[config.mk]
export PLATFORM = sky130hd
export DESIGN_NAME = img_gray_top
export DESIGN_NICKNAME = d
export VERILOG_FILES = /design/src/verilog/img_gray_pkg.sv /design/src/verilog/img_gray_apb_regs.sv /design/src/verilog/img_gray_fetch.sv /design/src/verilog/gray_lane.sv /design/src/verilog/img_gray_collect.sv /design/src/verilog/img_gray_top.sv
export VERILOG_INCLUDE_DIRS = /design/src /design/src/verilog
export SDC_FILE = /design/constraint.sdc
export NUM_CORES = 1
export LEC_CHECK = 0
export BUFFER_PORTS_ARGS = -buffer_cell sky130_fd_sc_hd__buf_2
export CELL_PAD_IN_SITES_DETAIL_PLACEMENT = 0
export CELL_PAD_IN_SITES_GLOBAL_PLACEMENT = 1
export CORE_MARGIN = 2
export CORE_UTILIZATION = 40
export CTS_BUF_LIST = sky130_fd_sc_hd__clkbuf_8 sky130_fd_sc_hd__clkbuf_16
export DETAILED_ROUTE_END_ITERATION = 16
export PLACE_DENSITY_LB_ADDON = 0.15
export SLEW_MARGIN = 20
export SYNTH_ARGS = -nofsm -noshare
export SYNTH_HDL_FRONTEND = slang
export SYNTH_SLANG_ARGS = --single-unit
[constraint.sdc]
create_clock -name i_clk -period 7.3 [get_ports i_clk]
set_clock_uncertainty 0.05 [all_clocks]
set_input_delay 1.825 -clock i_clk [delete_from_list [all_inputs] [get_ports i_clk]]
set_output_delay 1.825 -clock i_clk [all_outputs]
set_load 0.02 [all_outputs]
[src/verilog/img_gray_params.svh]
`ifndef IMG_GRAY_PARAMS_SVH
`define IMG_GRAY_PARAMS_SVH

// Parallel lanes per group.
`define IMG_GRAY_LANES 4

`define IMG_GRAY_PIX_W 10
`define IMG_GRAY_CNT_W 20

// Fixed-point weights. Each term is (channel * weight) >> shift.
`define IMG_GRAY_W_RED    19
`define IMG_GRAY_W_GREEN  75
`define IMG_GRAY_W_BLUE   37
`define IMG_GRAY_SH_RED   6
`define IMG_GRAY_SH_GREEN 7
`define IMG_GRAY_SH_BLUE  8

// APB register offsets.
`define IMG_GRAY_ADDR_CTRL   8'h00
`define IMG_GRAY_ADDR_COUNT  8'h04
`define IMG_GRAY_ADDR_THRESH 8'h08
`define IMG_GRAY_ADDR_STATUS 8'h0C
`define IMG_GRAY_ADDR_DARK   8'h10

`endif

[src/verilog/img_gray_pkg.sv]
`include "img_gray_params.svh"

package img_gray_pkg;

    // Input pixel, one channel per field.
    typedef struct packed {
        logic [`IMG_GRAY_PIX_W-1:0] red;
        logic [`IMG_GRAY_PIX_W-1:0] green;
        logic [`IMG_GRAY_PIX_W-1:0] blue;
    } rgb_pixel_t;

    // Output pixel. bw is 1 for dark.
    typedef struct packed {
        logic [`IMG_GRAY_PIX_W-1:0] gray;
        logic                       bw;
        logic                       last;
    } gray_pixel_t;

    // Lane k carries the k-th pixel of the group.
    typedef rgb_pixel_t [`IMG_GRAY_LANES-1:0] lane_group_t;

    typedef struct packed {
        logic [`IMG_GRAY_LANES-1:0][`IMG_GRAY_PIX_W-1:0] gray;
        logic [`IMG_GRAY_LANES-1:0]                      bw;
    } gray_group_t;

    typedef struct packed {
        logic        psel;
        logic        penable;
        logic        pwrite;
        logic [7:0]  paddr;
        logic [31:0] pwdata;
    } apb_req_t;

    typedef struct packed {
        logic [31:0] prdata;
        logic        pready;
        logic        pslverr;
    } apb_rsp_t;

endpackage

[src/verilog/img_gray_apb_regs.sv]
`include "img_gray_params.svh"

module img_gray_apb_regs (
    input  logic                       i_clk,
    input  logic                       i_rst_n,
    input  img_gray_pkg::apb_req_t     i_apb,
    output img_gray_pkg::apb_rsp_t     o_apb,
    output logic                       o_start,
    output logic [`IMG_GRAY_CNT_W-1:0] o_pixel_count,
    output logic [`IMG_GRAY_PIX_W-1:0] o_threshold,
    input  logic                       i_frame_done,
    input  logic [`IMG_GRAY_CNT_W-1:0] i_dark_count
);

    logic                       access;
    logic                       wr_en;
    logic                       addr_ok;
    logic                       start_q;
    logic                       busy_q;
    logic                       done_q;
    logic [`IMG_GRAY_CNT_W-1:0] count_q;
    logic [`IMG_GRAY_PIX_W-1:0] thresh_q;
    logic [31:0]                rdata;

    // Access phase of a transfer; pready is tied high.
    assign access = i_apb.psel && i_apb.penable;
    assign wr_en  = access && i_apb.pwrite;

    //////////////////////////////////////////////////
    // Address decode and read mux.
    //////////////////////////////////////////////////

    always_comb begin
        addr_ok = 1'b1;
        rdata   = '0;
        case (i_apb.paddr)
            `IMG_GRAY_ADDR_CTRL:   rdata = '0;
            `IMG_GRAY_ADDR_COUNT:  rdata = 32'(count_q);
            `IMG_GRAY_ADDR_THRESH: rdata = 32'(thresh_q);
            `IMG_GRAY_ADDR_STATUS: rdata = {30'b0, done_q, busy_q};
            `IMG_GRAY_ADDR_DARK:   rdata = 32'(i_dark_count);
            default:               addr_ok = 1'b0;
        endcase
    end

    always_comb begin
        o_apb.prdata  = rdata;
        o_apb.pready  = 1'b1;
        o_apb.pslverr = access && !addr_ok;
    end

    //////////////////////////////////////////////////
    // Control and status.
    //////////////////////////////////////////////////

    always_ff @(posedge i_clk or negedge i_rst_n) begin
        if (!i_rst_n) begin
            start_q <= 1'b0;
            busy_q  <= 1'b0;
            done_q  <= 1'b0;
        end else begin
            start_q <= 1'b0;
            if (wr_en && i_apb.paddr == `IMG_GRAY_ADDR_CTRL && i_apb.pwdata[0] && !busy_q) begin
                start_q <= 1'b1;
                busy_q  <= 1'b1;
                done_q  <= 1'b0;
            end else if (i_frame_done) begin
                busy_q <= 1'b0;
                done_q <= 1'b1;
            end
        end
    end

    // Frame setup is frozen while a frame runs.
    always_ff @(posedge i_clk or negedge i_rst_n) begin
        if (!i_rst_n) begin
            count_q  <= '0;
            thresh_q <= '0;
        end else if (wr_en && !busy_q) begin
            if (i_apb.paddr == `IMG_GRAY_ADDR_COUNT) begin
                count_q <= i_apb.pwdata[`IMG_GRAY_CNT_W-1:0];
            end
            if (i_apb.paddr == `IMG_GRAY_ADDR_THRESH) begin
                thresh_q <= i_apb.pwdata[`IMG_GRAY_PIX_W-1:0];
            end
        end
    end

    assign o_start       = start_q;
    assign o_pixel_count = count_q;
    assign o_threshold   = thresh_q;

endmodule

[src/verilog/img_gray_fetch.sv]
`include "img_gray_params.svh"

module img_gray_fetch (
    input  logic                        i_clk,
    input  logic                        i_rst_n,
    input  logic                        i_start,
    input  logic [`IMG_GRAY_CNT_W-1:0]  i_pixel_count,
    input  img_gray_pkg::rgb_pixel_t    i_pix,
    input  logic                        i_pix_valid,
    output logic                        o_pix_ready,
    input  logic                        i_accept,
    output img_gray_pkg::lane_group_t   o_group,
    output logic                        o_group_valid,
    output logic                        o_group_last
);

    import img_gray_pkg::*;

    localparam int SLOT_W = (`IMG_GRAY_LANES > 1) ? $clog2(`IMG_GRAY_LANES) : 1;
    localparam logic [`IMG_GRAY_CNT_W-1:0] LANE_CNT = `IMG_GRAY_LANES;
    localparam logic [SLOT_W-1:0] SLOT_MAX = SLOT_W'(`IMG_GRAY_LANES - 1);

    logic [`IMG_GRAY_CNT_W-1:0] remain_q;
    logic [SLOT_W-1:0]          slot_q;
    logic                       slot_last;
    logic                       pix_fire;
    lane_group_t                fill_q;
    lane_group_t                full_group;
    lane_group_t                group_q;
    logic                       group_valid_q;
    logic                       group_last_q;

    assign slot_last = (slot_q == SLOT_MAX);

    // The closing pixel of a group needs the output register free or draining.
    assign o_pix_ready = (remain_q != '0) && (!slot_last || !group_valid_q || i_accept);
    assign pix_fire    = o_pix_ready && i_pix_valid;

    always_comb begin
        full_group         = fill_q;
        full_group[slot_q] = i_pix;
    end

    //////////////////////////////////////////////////
    // Frame counter and slot index.
    //////////////////////////////////////////////////

    always_ff @(posedge i_clk or negedge i_rst_n) begin
        if (!i_rst_n) begin
            remain_q <= '0;
            slot_q   <= '0;
        end else if (i_start) begin
            // Partial groups are dropped from the count.
            remain_q <= i_pixel_count - (i_pixel_count % LANE_CNT);
            slot_q   <= '0;
        end else if (pix_fire) begin
            remain_q <= remain_q - 1'b1;
            slot_q   <= slot_last ? '0 : slot_q + 1'b1;
        end
    end

    always_ff @(posedge i_clk) begin
        if (pix_fire) begin
            fill_q[slot_q] <= i_pix;
        end
        if (pix_fire && slot_last) begin
            group_q <= full_group;
        end
    end

    //////////////////////////////////////////////////
    // Group presented to the lanes.
    //////////////////////////////////////////////////

    always_ff @(posedge i_clk or negedge i_rst_n) begin
        if (!i_rst_n) begin
            group_valid_q <= 1'b0;
            group_last_q  <= 1'b0;
        end else if (pix_fire && slot_last) begin
            group_valid_q <= 1'b1;
            group_last_q  <= (remain_q == 1);
        end else if (i_accept) begin
            group_valid_q <= 1'b0;
            group_last_q  <= 1'b0;
        end
    end

    assign o_group       = group_q;
    assign o_group_valid = group_valid_q;
    assign o_group_last  = group_last_q;

endmodule

[src/verilog/gray_lane.sv]
`include "img_gray_params.svh"

module gray_lane (
    input  logic                        i_clk,
    input  logic                        i_rst_n,
    input  logic                        i_advance,
    input  img_gray_pkg::rgb_pixel_t    i_pix,
    input  logic [`IMG_GRAY_PIX_W-1:0]  i_threshold,
    output logic [`IMG_GRAY_PIX_W-1:0]  o_gray,
    output logic                        o_bw
);

    localparam int PROD_W = 2 * `IMG_GRAY_PIX_W;
    localparam int SUM_W  = `IMG_GRAY_PIX_W + 2;
    localparam logic [`IMG_GRAY_PIX_W-1:0] GRAY_MAX = {`IMG_GRAY_PIX_W{1'b1}};

    logic [PROD_W-1:0]          red_prod;
    logic [PROD_W-1:0]          green_prod;
    logic [PROD_W-1:0]          blue_prod;
    logic [`IMG_GRAY_PIX_W-1:0] red_q;
    logic [`IMG_GRAY_PIX_W-1:0] green_q;
    logic [`IMG_GRAY_PIX_W-1:0] blue_q;
    logic [SUM_W-1:0]           sum;
    logic [`IMG_GRAY_PIX_W-1:0] gray_sat;
    logic [`IMG_GRAY_PIX_W-1:0] gray_q;
    logic                       bw_q;

    assign red_prod   = PROD_W'(i_pix.red) * PROD_W'(`IMG_GRAY_W_RED);
    assign green_prod = PROD_W'(i_pix.green) * PROD_W'(`IMG_GRAY_W_GREEN);
    assign blue_prod  = PROD_W'(i_pix.blue) * PROD_W'(`IMG_GRAY_W_BLUE);

    // Each shifted term stays below 600, so it fits a channel width.
    always_ff @(posedge i_clk or negedge i_rst_n) begin
        if (!i_rst_n) begin
            red_q   <= '0;
            green_q <= '0;
            blue_q  <= '0;
        end else if (i_advance) begin
            red_q   <= `IMG_GRAY_PIX_W'(red_prod >> `IMG_GRAY_SH_RED);
            green_q <= `IMG_GRAY_PIX_W'(green_prod >> `IMG_GRAY_SH_GREEN);
            blue_q  <= `IMG_GRAY_PIX_W'(blue_prod >> `IMG_GRAY_SH_BLUE);
        end
    end

    assign sum      = SUM_W'(red_q) + SUM_W'(green_q) + SUM_W'(blue_q);
    assign gray_sat = (sum > SUM_W'(GRAY_MAX)) ? GRAY_MAX : sum[`IMG_GRAY_PIX_W-1:0];

    always_ff @(posedge i_clk or negedge i_rst_n) begin
        if (!i_rst_n) begin
            gray_q <= '0;
            bw_q   <= 1'b0;
        end else if (i_advance) begin
            gray_q <= gray_sat;
            bw_q   <= (gray_sat <= i_threshold);
        end
    end

    assign o_gray = gray_q;
    assign o_bw   = bw_q;

endmodule

[src/verilog/img_gray_collect.sv]
`include "img_gray_params.svh"

module img_gray_collect (
    input  logic                        i_clk,
    input  logic                        i_rst_n,
    input  logic                        i_start,
    input  img_gray_pkg::gray_group_t   i_group,
    input  logic                        i_group_valid,
    input  logic                        i_group_last,
    output logic                        o_accept,
    output img_gray_pkg::gray_pixel_t   o_gray,
    output logic                        o_gray_valid,
    input  logic                        i_gray_ready,
    output logic                        o_frame_done,
    output logic [`IMG_GRAY_CNT_W-1:0]  o_dark_count
);

    import img_gray_pkg::*;

    localparam int SLOT_W = (`IMG_GRAY_LANES > 1) ? $clog2(`IMG_GRAY_LANES) : 1;
    localparam logic [SLOT_W-1:0] SLOT_MAX = SLOT_W'(`IMG_GRAY_LANES - 1);

    logic                       vld1_q;
    logic                       vld2_q;
    logic                       last1_q;
    logic                       last2_q;
    gray_group_t                buf_q;
    logic                       buf_valid_q;
    logic                       buf_last_q;
    logic [SLOT_W-1:0]          idx_q;
    logic                       idx_last;
    logic                       out_fire;
    logic [`IMG_GRAY_CNT_W-1:0] dark_q;
    logic                       done_q;

    assign idx_last = (idx_q == SLOT_MAX);
    assign out_fire = buf_valid_q && i_gray_ready;
    assign o_accept = !buf_valid_q || (idx_last && i_gray_ready);

    //////////////////////////////////////////////////
    // Flags follow the two lane stages.
    //////////////////////////////////////////////////

    always_ff @(posedge i_clk or negedge i_rst_n) begin
        if (!i_rst_n) begin
            vld1_q  <= 1'b0;
            vld2_q  <= 1'b0;
            last1_q <= 1'b0;
            last2_q <= 1'b0;
        end else if (o_accept) begin
            vld1_q  <= i_group_valid;
            vld2_q  <= vld1_q;
            last1_q <= i_group_last;
            last2_q <= last1_q;
        end
    end

    //////////////////////////////////////////////////
    // Group buffer and serializer.
    //////////////////////////////////////////////////

    always_ff @(posedge i_clk) begin
        if (o_accept && vld2_q) begin
            buf_q <= i_group;
        end
    end

    always_ff @(posedge i_clk or negedge i_rst_n) begin
        if (!i_rst_n) begin
            buf_valid_q <= 1'b0;
            buf_last_q  <= 1'b0;
            idx_q       <= '0;
        end else if (o_accept) begin
            buf_valid_q <= vld2_q;
            buf_last_q  <= last2_q;
            idx_q       <= '0;
        end else if (out_fire) begin
            idx_q <= idx_q + 1'b1;
        end
    end

    always_comb begin
        o_gray.gray = buf_q.gray[idx_q];
        o_gray.bw   = buf_q.bw[idx_q];
        o_gray.last = buf_last_q && idx_last;
    end

    assign o_gray_valid = buf_valid_q;

    // Dark count and end of frame.
    always_ff @(posedge i_clk or negedge i_rst_n) begin
        if (!i_rst_n) begin
            dark_q <= '0;
            done_q <= 1'b0;
        end else begin
            done_q <= out_fire && o_gray.last;
            if (i_start) begin
                dark_q <= '0;
            end else if (out_fire && o_gray.bw) begin
                dark_q <= dark_q + 1'b1;
            end
        end
    end

    assign o_frame_done = done_q;
    assign o_dark_count = dark_q;

endmodule

[src/verilog/img_gray_top.sv]
`include "img_gray_params.svh"

module img_gray_top (
    input  logic                        i_clk,
    input  logic                        i_rst_n,
    input  img_gray_pkg::apb_req_t      i_apb,
    output img_gray_pkg::apb_rsp_t      o_apb,
    input  img_gray_pkg::rgb_pixel_t    i_pix,
    input  logic                        i_pix_valid,
    output logic                        o_pix_ready,
    output img_gray_pkg::gray_pixel_t   o_gray,
    output logic                        o_gray_valid,
    input  logic                        i_gray_ready
);

    import img_gray_pkg::*;

    logic                                            start;
    logic [`IMG_GRAY_CNT_W-1:0]                      pixel_count;
    logic [`IMG_GRAY_PIX_W-1:0]                      threshold;
    logic                                            frame_done;
    logic [`IMG_GRAY_CNT_W-1:0]                      dark_count;
    logic                                            accept;
    lane_group_t                                     group;
    logic                                            group_valid;
    logic                                            group_last;
    logic [`IMG_GRAY_LANES-1:0][`IMG_GRAY_PIX_W-1:0] lane_gray;
    logic [`IMG_GRAY_LANES-1:0]                      lane_bw;
    gray_group_t                                     lane_res;

    img_gray_apb_regs u_regs (
        .i_clk         (i_clk),
        .i_rst_n       (i_rst_n),
        .i_apb         (i_apb),
        .o_apb         (o_apb),
        .o_start       (start),
        .o_pixel_count (pixel_count),
        .o_threshold   (threshold),
        .i_frame_done  (frame_done),
        .i_dark_count  (dark_count)
    );

    img_gray_fetch u_fetch (
        .i_clk         (i_clk),
        .i_rst_n       (i_rst_n),
        .i_start       (start),
        .i_pixel_count (pixel_count),
        .i_pix         (i_pix),
        .i_pix_valid   (i_pix_valid),
        .o_pix_ready   (o_pix_ready),
        .i_accept      (accept),
        .o_group       (group),
        .o_group_valid (group_valid),
        .o_group_last  (group_last)
    );

    // One lane per pixel of the group.
    for (genvar k = 0; k < `IMG_GRAY_LANES; k++) begin : g_lane
        gray_lane u_lane (
            .i_clk       (i_clk),
            .i_rst_n     (i_rst_n),
            .i_advance   (accept),
            .i_pix       (group[k]),
            .i_threshold (threshold),
            .o_gray      (lane_gray[k]),
            .o_bw        (lane_bw[k])
        );
    end

    assign lane_res.gray = lane_gray;
    assign lane_res.bw   = lane_bw;

    img_gray_collect u_collect (
        .i_clk         (i_clk),
        .i_rst_n       (i_rst_n),
        .i_start       (start),
        .i_group       (lane_res),
        .i_group_valid (group_valid),
        .i_group_last  (group_last),
        .o_accept      (accept),
        .o_gray        (o_gray),
        .o_gray_valid  (o_gray_valid),
        .i_gray_ready  (i_gray_ready),
        .o_frame_done  (frame_done),
        .o_dark_count  (dark_count)
    );

endmodule

# After elaboration in Yosys (flattened, before gate mapping)
# Cells that the tools add are included.
# totals
register_bits	522
out_inout_bits	48
wordCells	175
# op_classes
n_addsub	13
mul	12
magnitude_cmp	11
n_eq_ne	7
muxes	30
reduce_logical	35
# op_table
operator	n
$bwmux 120	1
$mux 20	4
$pmux 20 s4	1
$mul 10x7->17 const B	4
$mul 10x6->16 const B	4
$demux 30 s2	1
$mul 10x5->15 const B	4
$mux 10	5
$add 12x8->12	4
$gt 12x10->1 const B	4
$add 9x10->11	4
$le 10x10->1	4
$mux 30	1
$add 20x1->20 const B	1
$bmux 10 s2	1
$eq 20x1->1 const B	1
$reduce_bool 20->1	1
$sub 20x1->20 const B	1
$sub 20x2->20	1
$logic_and 1x1->1	17
$eq 8x4->1 const B	2
$mux 1	10
$mux 2	5
$reduce_bool 2->1	5
other kinds (12)	22

# Longest topological paths before layout
# Gate-level depths: netlist of the first run.
# depth
ltp_word	8
mapped_depth	22
mapped_depth_nobuf	21

# Cells and area by module
# From an unflattened synthesis of the first run, not the netlist that was laid out.
# unflattened
hier_cells	3029
area_unflattened_um2	34673.3
# modules_own_cells
mod	n_inst	cells_per_inst	area_per_inst_um2	seq_area_each_um2
img_gray_fetch	1	545	10194.8	7807.5
gray_lane (g_lane[0].u_lane)	1	544	5013.6	950.9
gray_lane (g_lane[1].u_lane)	1	547	4991.0	950.9
gray_lane (g_lane[3].u_lane)	1	519	4840.9	950.9
gray_lane (g_lane[2].u_lane)	1	516	4814.6	950.9
img_gray_collect	1	210	3027.9	2047.0
img_gray_apb_regs	1	148	1790.5	825.8

# Least setup slack after synthesis of the first run
# OpenSTA, ideal clock, no wires.
# synth_timing
path_type	input-to-reg
startpoint	input i_gray_ready
endpoint	register u_fetch.group_q, in the netlist u_fetch.o_group[0] (enable)
arrival_ns	6.899
required_ns	6.776
setup_slack_ns	-0.122
stages	7
cell_sequence	clkbuf_1 -> a21boi_1 -> a31oi_1 -> a21boi_1 -> buf_2 -> nand2_1 -> inv_1
# synth_between
elab_chain_cells	6
# synth_lines
item	line	source
start: declaration	img_gray_top.sv:13	input logic i_gray_ready
$logic_and 1x1->1	img_gray_collect.sv:38	assign o_accept = !buf_valid_q || (idx_last && i_gray_ready);
$logic_or 1x1->1	img_gray_collect.sv:38	
$logic_or 1x1->1	img_gray_fetch.sv:36	assign o_pix_ready = (remain_q != '0) && (!slot_last || !group_valid_q || i_accept);
$logic_and 1x1->1	img_gray_fetch.sv:36	
$logic_and 1x1->1	img_gray_fetch.sv:37	assign pix_fire = o_pix_ready && i_pix_valid;
net u_fetch.pix_fire	img_gray_fetch.sv:26	logic pix_fire;
$logic_and 1x1->1	img_gray_fetch.sv:66	if (pix_fire && slot_last) begin
end signal: assignment	img_gray_fetch.sv:67	group_q <= full_group;
end: declaration	img_gray_fetch.sv:29	lane_group_t group_q;
# The timed path passes the listed nets, and every way through them passes these cells.
# A chain may end at the register's enable or synchronous reset.

==> results of run 1 <==
-- stage by stage --
step	utilization	instance area, sq um	setup slack [ps]	std cells
global placement	0.426	35800	1420	4269
CTS	0.450	37800	1330	4380
floorplan	-	34100	928	3109
finish	0.450	37800	1310	4380
detailed placement	0.426	35800	1340	4269
global route	0.450	37800	1100	4380
-- per-layer routing --
metal	track usage	share of wire
met1	0.254	0.49
met5	0	0
met4	0.0461	0.022
met2	0.304	0.46
met3	0.0198	0.029
-- layout make-up --
type / count / area, sq um
well taps: 1134 / 1420
flip-flops and latches: 522 / 14500
clock inverters: 50 / 495
clock buffers: 61 / 1530
repair buffers: 114 / 631
inverters: 444 / 1670
multi-input cells: 2055 / 17600
fillers: 7818 / 46100
-- path summary, 6_finish.rpt --
kind,cells after the start,start,endpoint,slack (ps)
max,8,i_apb[33],o_apb[8],1310
min,0,g_lane[1].u_lane.o_gray[6],u_collect.buf_q[20],390
max reg2reg,20,g_lane[1].u_lane.red_q[0],g_lane[1].u_lane.o_bw,2550
min reg2reg,0,g_lane[1].u_lane.o_gray[6],u_collect.buf_q[20],390
max in group asynchronous,2,i_rst_n,g_lane[1].u_lane.green_q[8],4690
min in group asynchronous,1,i_rst_n,g_lane[1].u_lane.blue_q[1],1190
-- flip-flops by register name (all words and copies together) (netlist names), 10 cells and up --
register / count
g_lane.u_lane.blue_q: 32
u_fetch.fill_q: 120
g_lane.u_lane.red_q: 36
u_regs.o_threshold: 10
g_lane.u_lane.o_gray: 40
g_lane.u_lane.green_q: 40
u_fetch.remain_q: 20
u_collect.o_dark_count: 20
u_regs.o_pixel_count: 20
u_fetch.o_group: 120
u_collect.buf_q: 44
-- layout by cell type (no fill, tap or decap), types with 12 or more instances in the layout --
master	instances
sky130_fd_sc_hd__ha_1	483
sky130_fd_sc_hd__nand3_1	19
sky130_fd_sc_hd__nor2_1	183
sky130_fd_sc_hd__mux2_2	152
sky130_fd_sc_hd__buf_4	14
sky130_fd_sc_hd__edfxtp_1	284
sky130_fd_sc_hd__buf_2	98
sky130_fd_sc_hd__a31oi_1	42
sky130_fd_sc_hd__inv_1	451
sky130_fd_sc_hd__conb_1	13
sky130_fd_sc_hd__a21oi_1	162
sky130_fd_sc_hd__o21a_1	38
sky130_fd_sc_hd__a22o_1	14
sky130_fd_sc_hd__nor2b_1	26
sky130_fd_sc_hd__a21o_1	40
sky130_fd_sc_hd__clkbuf_16	61
sky130_fd_sc_hd__o21ai_0	136
sky130_fd_sc_hd__nand2_1	185
sky130_fd_sc_hd__xor2_1	56
sky130_fd_sc_hd__o21bai_1	25
sky130_fd_sc_hd__nand2b_1	18
sky130_fd_sc_hd__and3_1	18
sky130_fd_sc_hd__clkinv_1	12
sky130_fd_sc_hd__nand4_1	22
sky130_fd_sc_hd__xnor2_1	105
sky130_fd_sc_hd__a211oi_1	14
sky130_fd_sc_hd__o31ai_1	26
sky130_fd_sc_hd__fa_1	88
sky130_fd_sc_hd__dfrtp_1	237
sky130_fd_sc_hd__nor3_1	35
-- cells by family after synthesis --
kind of cell,count (synthesis),synth area share
flip-flops,522,0.425
AND/OR/NAND/NOR,548,0.0728
AO/OA/AOI/OAI,591,0.110
buffers and inverters,532,0.0603
XOR/XNOR,161,0.0414
other,2,0.000221
adder cells (fa/ha/maj),572,0.230
multiplexers,170,0.0596
==> impl_metrics.prom, run 1 <==
# TYPE chip_impl_metric gauge
chip_impl_metric{name="synth_cells",unit=""} 3098
chip_impl_metric{name="antenna_violating_nets_post_route",unit=""} 0
chip_impl_metric{name="placement.io_buffers",unit=""} 99
chip_impl_metric{name="grt_first_pass_wirelength",unit="um"} 126000
chip_impl_metric{name="ys_ff_latch",unit=""} 522
chip_impl_metric{name="synthesis.area_per_instance",unit="sq um"} 11.0
chip_impl_metric{name="setup_viol",unit=""} 0
chip_impl_metric{name="post_route_fraction_of_the_period_consumed_by_the_critical_path",unit=""} 0.820
chip_impl_metric{name="floorplan.initialDensity",unit=""} 0.405
chip_impl_metric{name="design.die.area",unit="sq um"} 87500
chip_impl_info{name="critical_path.most_common_cell",value="sky130_fd_sc_hd__buf_2"} 1
chip_impl_metric{name="syn-cell-area",unit="sq um"} 34000
chip_impl_metric{name="cts_resized",unit=""} 0
chip_impl_metric{name="boundaryPins",unit=""} 125
chip_impl_metric{name="grt_util_overall",unit=""} 0.183
chip_impl_info{name="ys_top_cells_by_area",value="sky130_fd_sc_hd__edfxtp_1 (25%), sky130_fd_sc_hd__ha_1 (18%), sky130_fd_sc_hd__dfrtp_1 (17%)"} 1
chip_impl_metric{name="design.core.area",unit="sq um"} 84000
chip_impl_metric{name="maximum_number_of_pins_on_one_net_before_global_route_repair",unit=""} 134
chip_impl_metric{name="cp.buffers_inverters",unit=""} 3
chip_impl_metric{name="wl",unit="um"} 78400
chip_impl_info{name="synth-main-ff-cell",value="sky130_fd_sc_hd__edfxtp_1"} 1
chip_impl_metric{name="worstPathArrival",unit="ps"} 4110
chip_impl_metric{name="n_antenna_cell",unit=""} 0
chip_impl_metric{name="final_net_count",unit=""} 3845
chip_impl_metric{name="avgViaCountPerCell",unit=""} 5.12
chip_impl_info{name="tritoncts",value="built"} 1
chip_impl_metric{name="core.rowCount",unit=""} 106
chip_impl_metric{name="cts_setup_buffers",unit=""} 0
chip_impl_metric{name="finalHoldViolations",unit=""} 0
chip_impl_metric{name="die_height",unit="um"} 296
chip_impl_metric{name="final_layout_size_suffix_gt1_frac",unit=""} 0.120
chip_impl_metric{name="overflow",unit=""} 0
chip_impl_metric{name="worst-slew-pin-transition",unit="ps"} 1080
chip_impl_info{name="synthDominantAreaCellType",value="sky130_fd_sc_hd__edfxtp_1"} 1
chip_impl_metric{name="synth-edff-count",unit=""} 284
chip_impl_metric{name="drt_drc_violations_left",unit=""} 0
chip_impl_metric{name="floorplan.die.width",unit="um"} 296
chip_impl_metric{name="cts-buffers-inserted",unit=""} 59
chip_impl_metric{name="hold-worst-slack",unit="ps"} 394
chip_impl_metric{name="yosys.cell_types.count",unit=""} 69
chip_impl_metric{name="synthArstFlopShare",unit=""} 0.456
chip_impl_metric{name="yosysWarningCount",unit=""} 0
chip_impl_metric{name="crit_path_max_fanout",unit=""} 19
chip_impl_metric{name="cts_sinks",unit=""} 522
chip_impl_metric{name="worst-endpoint-required",unit="ps"} 5430
chip_impl_metric{name="cp_slowest_stage_delay",unit="ps"} 650
chip_impl_metric{name="clockBufferDepth",unit=""} 3
chip_impl_info{name="synth.most_common_cell",value="sky130_fd_sc_hd__ha_1"} 1
chip_impl_metric{name="insertion_delay",unit="ps"} 630
chip_impl_metric{name="grt_pass1_vias",unit=""} 22900
chip_impl_metric{name="cts.clk_slew.worst_paths",unit="ps"} 60
chip_impl_metric{name="timing.setup.tns",unit="ps"} 0
chip_impl_info{name="rsz0062_at_grt",value="false"} 1
chip_impl_metric{name="area_growth",unit="%"} 11.1
chip_impl_info{name="end_kind",value="primary output"} 1
chip_impl_info{name="ys_top_cells_by_count",value="sky130_fd_sc_hd__ha_1 (484), sky130_fd_sc_hd__inv_1 (444), sky130_fd_sc_hd__edfxtp_1 (284)"} 1
chip_impl_metric{name="maxSlewHeadroom",unit=""} 0.281
chip_impl_info{name="status",value="finished clean"} 1
chip_impl_info{name="critical-path-slowest-cell",value="sky130_fd_sc_hd__nor2_2"} 1
chip_impl_info{name="cell_family_with_most_cp_delay",value="simple AND/OR/NAND/NOR gates"} 1
chip_impl_metric{name="globalplace.congestion",unit=""} 0.852
chip_impl_info{name="clk_root_buffer_cell",value="sky130_fd_sc_hd__clkbuf_16"} 1
chip_impl_info{name="holdCritPathClass",value="flip-flop to flip-flop"} 1
chip_impl_metric{name="number_of_antenna_violations_at_the_first_check_in_global_routing",unit=""} 0
chip_impl_metric{name="yosys_top_cell_area_share",unit=""} 0.251
chip_impl_metric{name="cap_viol_max_count",unit=""} 0
chip_impl_metric{name="avgRoutedWirePerCell",unit="um"} 17.9
chip_impl_info{name="critical_path.startpoint_type",value="input port"} 1
chip_impl_metric{name="place.detailed.hpwl",unit="um"} 59700
chip_impl_metric{name="maxClockFrequency",unit="MHz"} 167
chip_impl_metric{name="vias",unit=""} 22400
chip_impl_info{name="criticalPathCategory",value="input port to primary output"} 1
chip_impl_metric{name="synth_seq_area_share",unit=""} 0.425
chip_impl_metric{name="timing.final.crit_period",unit="ps"} 5990
chip_impl_metric{name="detailedRoute.firstIterationViolations",unit=""} 1138
chip_impl_info{name="crit_chain",value="buf_2 > or4_1 > nor3_1 > nand2_1 > nor2_2 > a222oi_1 > inv_1 > buf_2"} 1
chip_impl_metric{name="drt_pass1_iterations",unit=""} 7
chip_impl_metric{name="drv_slew",unit=""} 0
chip_impl_metric{name="cts_htree_levels",unit=""} 2
chip_impl_metric{name="ctsHoldBuffers",unit=""} 0
Power of run 1 is not shown: default switching activity piles up to over one toggle a cycle in this logic, so the estimate is an artifact.
==> run 2: changes to the inputs <==
clock period = 5.33 ns   (was 7.3 ns; I/O delays follow)
==> impl_metrics.prom, run 2 (same netlist as run 1, synthesis figures left out) <==
# TYPE chip_impl_metric gauge
chip_impl_metric{name="maxClockFrequency",unit="MHz"} 206
chip_impl_metric{name="cts.clk_slew.worst_paths",unit="ps"} 60
chip_impl_metric{name="worstPathArrival",unit="ps"} 5360
chip_impl_metric{name="layout.core_utilization",unit=""} 0.454
chip_impl_metric{name="avgViaCountPerCell",unit=""} 5.06
chip_impl_metric{name="boundaryPins",unit=""} 125
chip_impl_info{name="holdCritPathClass",value="flip-flop to flip-flop"} 1
chip_impl_info{name="critical_path.startpoint_type",value="flip-flop"} 1
chip_impl_info{name="mostFrequentLayoutCell",value="sky130_fd_sc_hd__ha_1"} 1
chip_impl_metric{name="cts_htree_levels",unit=""} 2
chip_impl_info{name="criticalPathCategory",value="flip-flop to flip-flop"} 1
chip_impl_metric{name="grt_util_overall",unit=""} 0.183
chip_impl_metric{name="clockBufferDepth",unit=""} 3
chip_impl_info{name="cell_family_with_most_cp_delay",value="compound AO/OA/AOI/OAI gates"} 1
chip_impl_metric{name="floorplan.initialDensity",unit=""} 0.405
chip_impl_metric{name="final_layout_size_suffix_gt1_frac",unit=""} 0.127
chip_impl_metric{name="cts_resized",unit=""} 0
chip_impl_metric{name="final_net_count",unit=""} 3854
chip_impl_metric{name="detailed_place.area",unit="sq um"} 35900
chip_impl_metric{name="die_height",unit="um"} 296
chip_impl_metric{name="crit_path_max_fanout",unit=""} 12
chip_impl_metric{name="timing.setup.tns",unit="ps"} 0
chip_impl_info{name="clk_root_buffer_cell",value="sky130_fd_sc_hd__clkbuf_16"} 1
chip_impl_metric{name="worst-slew-pin-transition",unit="ps"} 1040
chip_impl_metric{name="drt_drc_violations_left",unit=""} 0
chip_impl_metric{name="detailedRoute.firstIterationViolations",unit=""} 1139
chip_impl_info{name="regToRegStartpoint",value="g_lane[0].u_lane.red_q[0]"} 1
chip_impl_metric{name="place.detailed.hpwl",unit="um"} 60000
chip_impl_metric{name="cap_viol_max_count",unit=""} 0
chip_impl_metric{name="cts_setup_buffers",unit=""} 0
chip_impl_info{name="status",value="finished clean"} 1
chip_impl_metric{name="number_of_antenna_violations_at_the_first_check_in_global_routing",unit=""} 1
chip_impl_info{name="min_to",value="u_collect.buf_q[10]"} 1
chip_impl_metric{name="fillers",unit=""} 7869
chip_impl_metric{name="reg2reg_depth",unit=""} 19
chip_impl_info{name="r2r-end",value="g_lane[0].u_lane.o_bw"} 1
chip_impl_metric{name="maximum_number_of_pins_on_one_net_before_global_route_repair",unit=""} 110
chip_impl_metric{name="cp.buffers_inverters",unit=""} 2
chip_impl_metric{name="globalplace.congestion",unit=""} 0.852
chip_impl_metric{name="floorplan.die.width",unit="um"} 296
chip_impl_info{name="end_kind",value="flip-flop"} 1
chip_impl_metric{name="final_cell_area",unit="sq um"} 38100
chip_impl_metric{name="antenna_violating_nets_post_route",unit=""} 0
chip_impl_metric{name="cp_slowest_stage_delay",unit="ps"} 550
chip_impl_info{name="crit_chain",value="ha_1 > inv_1 > fa_1 > xnor2_1 > ha_1 > nor2b_1 > o21ai_0 > a21oi_1 > o41ai_1 > nor2_1 > a21boi_2 > buf_4 > nand2_1 > ha_1 > a21o_1 > a21o_1 > a21oi_1 > o211ai_1 > a21oi_1"} 1
chip_impl_info{name="rsz0062_at_grt",value="false"} 1
chip_impl_metric{name="grt_pass1_vias",unit=""} 22800
chip_impl_metric{name="core.rowCount",unit=""} 106
chip_impl_metric{name="timing.final.crit_period",unit="ps"} 4860
chip_impl_metric{name="cts_sinks",unit=""} 522
chip_impl_metric{name="area_growth",unit="%"} 11.9
chip_impl_metric{name="worst-endpoint-required",unit="ps"} 5830
chip_impl_metric{name="wl",unit="um"} 78100
chip_impl_info{name="worstHoldStart",value="g_lane[0].u_lane.o_gray[6]"} 1
chip_impl_metric{name="design.die.area",unit="sq um"} 87500
chip_impl_metric{name="insertion_delay",unit="ps"} 630
chip_impl_metric{name="avgRoutedWirePerCell",unit="um"} 17.8
chip_impl_metric{name="finalHoldViolations",unit=""} 0
chip_impl_metric{name="post_route_fraction_of_the_period_consumed_by_the_critical_path",unit=""} 0.913
chip_impl_metric{name="hold-worst-slack",unit="ps"} 392
chip_impl_metric{name="design.core.area",unit="sq um"} 84000
chip_impl_metric{name="ctsHoldBuffers",unit=""} 0
chip_impl_info{name="critical-path-slowest-cell",value="sky130_fd_sc_hd__o41ai_1"} 1
chip_impl_metric{name="cts-buffers-inserted",unit=""} 60
chip_impl_metric{name="setup_viol",unit=""} 0
chip_impl_metric{name="vias",unit=""} 22200
chip_impl_metric{name="reg2reg_slack",unit="ps"} 470
chip_impl_metric{name="final-seq-area",unit="sq um"} 14500
chip_impl_metric{name="overflow",unit=""} 0
chip_impl_metric{name="multi_input_comb_area",unit="sq um"} 17600
chip_impl_metric{name="drv_slew",unit=""} 0
chip_impl_metric{name="worst_hold_path.num_cells",unit=""} 0
chip_impl_metric{name="grt_first_pass_wirelength",unit="um"} 126000
chip_impl_info{name="tritoncts",value="built"} 1
chip_impl_metric{name="placement.io_buffers",unit=""} 99
chip_impl_info{name="top_library_cells_by_usage_in_the_layout_fill_and_taps_aside",value="sky130_fd_sc_hd__ha_1 (481), sky130_fd_sc_hd__inv_1 (450), sky130_fd_sc_hd__edfxtp_1 (284), sky130_fd_sc_hd__dfrtp_1 (237), sky130_fd_sc_hd__nand2_1 (185)"} 1
chip_impl_metric{name="drt_pass1_iterations",unit=""} 5
chip_impl_metric{name="maxSlewHeadroom",unit=""} 0.306
==> run 2: cell count changes in the layout (fill, tap and decap cells not counted), moves of 2 or more <==
cell	delta
sky130_fd_sc_hd__ha_1	-2
sky130_fd_sc_hd__clkinv_1	-9
sky130_fd_sc_hd__clkinv_2	+2
sky130_fd_sc_hd__bufinv_16	+4
sky130_fd_sc_hd__diode_2	+2
sky130_fd_sc_hd__clkinvlp_4	-4
sky130_fd_sc_hd__clkbuf_8	+6
sky130_fd_sc_hd__inv_8	+2
sky130_fd_sc_hd__ha_2	+2
sky130_fd_sc_hd__buf_4	+8
sky130_fd_sc_hd__inv_6	+2
==> run 2: worst register-to-register path, stage by stage (launching register included) <==
cell and delay [ps]:
sky130_fd_sc_hd__dfrtp_1 380, sky130_fd_sc_hd__ha_1 210, sky130_fd_sc_hd__inv_1 60, sky130_fd_sc_hd__fa_1 400, sky130_fd_sc_hd__xnor2_1 430, sky130_fd_sc_hd__ha_1 370, sky130_fd_sc_hd__nor2b_1 150, sky130_fd_sc_hd__o21ai_0 360
sky130_fd_sc_hd__a21oi_1 160, sky130_fd_sc_hd__o41ai_1 550, sky130_fd_sc_hd__nor2_1 110, sky130_fd_sc_hd__a21boi_2 300, sky130_fd_sc_hd__buf_4 240, sky130_fd_sc_hd__nand2_1 70, sky130_fd_sc_hd__ha_1 290, sky130_fd_sc_hd__a21o_1 160
sky130_fd_sc_hd__a21o_1 160, sky130_fd_sc_hd__a21oi_1 130, sky130_fd_sc_hd__o211ai_1 90, sky130_fd_sc_hd__a21oi_1 130
==> run 2: how the worst max path moves through the flow <==
| stage | start | end | depth (start not counted) |
|---|---|---|---|
| 2_1_floorplan | i_gray_ready | u_fetch.o_group[0] | 7 |
| 4_1_cts | g_lane[0].u_lane.red_q[0] | g_lane[0].u_lane.o_bw | 19 |
| 3_5_place_dp | g_lane[0].u_lane.red_q[0] | g_lane[0].u_lane.o_bw | 19 |
| 6_report | g_lane[0].u_lane.red_q[0] | g_lane[0].u_lane.o_bw | 19 |
| 3_3_place_gp | g_lane[0].u_lane.red_q[0] | g_lane[0].u_lane.o_bw | 19 |
| 5_1_grt | g_lane[0].u_lane.red_q[0] | g_lane[0].u_lane.o_bw | 19 |
==> run 2: cell type report <==
| type | instances | area share |
|---|---|---|
| Multi-Input combinational cell | 2055 | 0.462 |
| Sequential cell | 522 | 0.380 |
| Inverter | 444 | 0.0439 |
| Clock buffer | 68 | 0.0429 |
| Tap cell | 1134 | 0.0373 |
| Timing Repair Buffer | 122 | 0.0181 |
| Clock inverter | 46 | 0.0154 |
| Antenna cell | 2 | 0.000131 |
==> run 2: per-layer routing <==
layer | GRT usage | vias up | wire (um)
met5 | 0 | - | 0
met4 | 0.0451 | 0 | 1620
met3 | 0.0196 | 95 | 2270
met2 | 0.307 | 283 | 36800
met1 | 0.252 | 10800 | 37400
li1 | - | 11100 | -
==> run 2: through the flow <==
step	std cells	worst slack [ps]
finish	4393	466
global route	4392	228
CTS	4391	568
detailed placement	4277	594
global placement	4277	667
floorplan	3109	118
Power of run 2 is left out for the same reason.
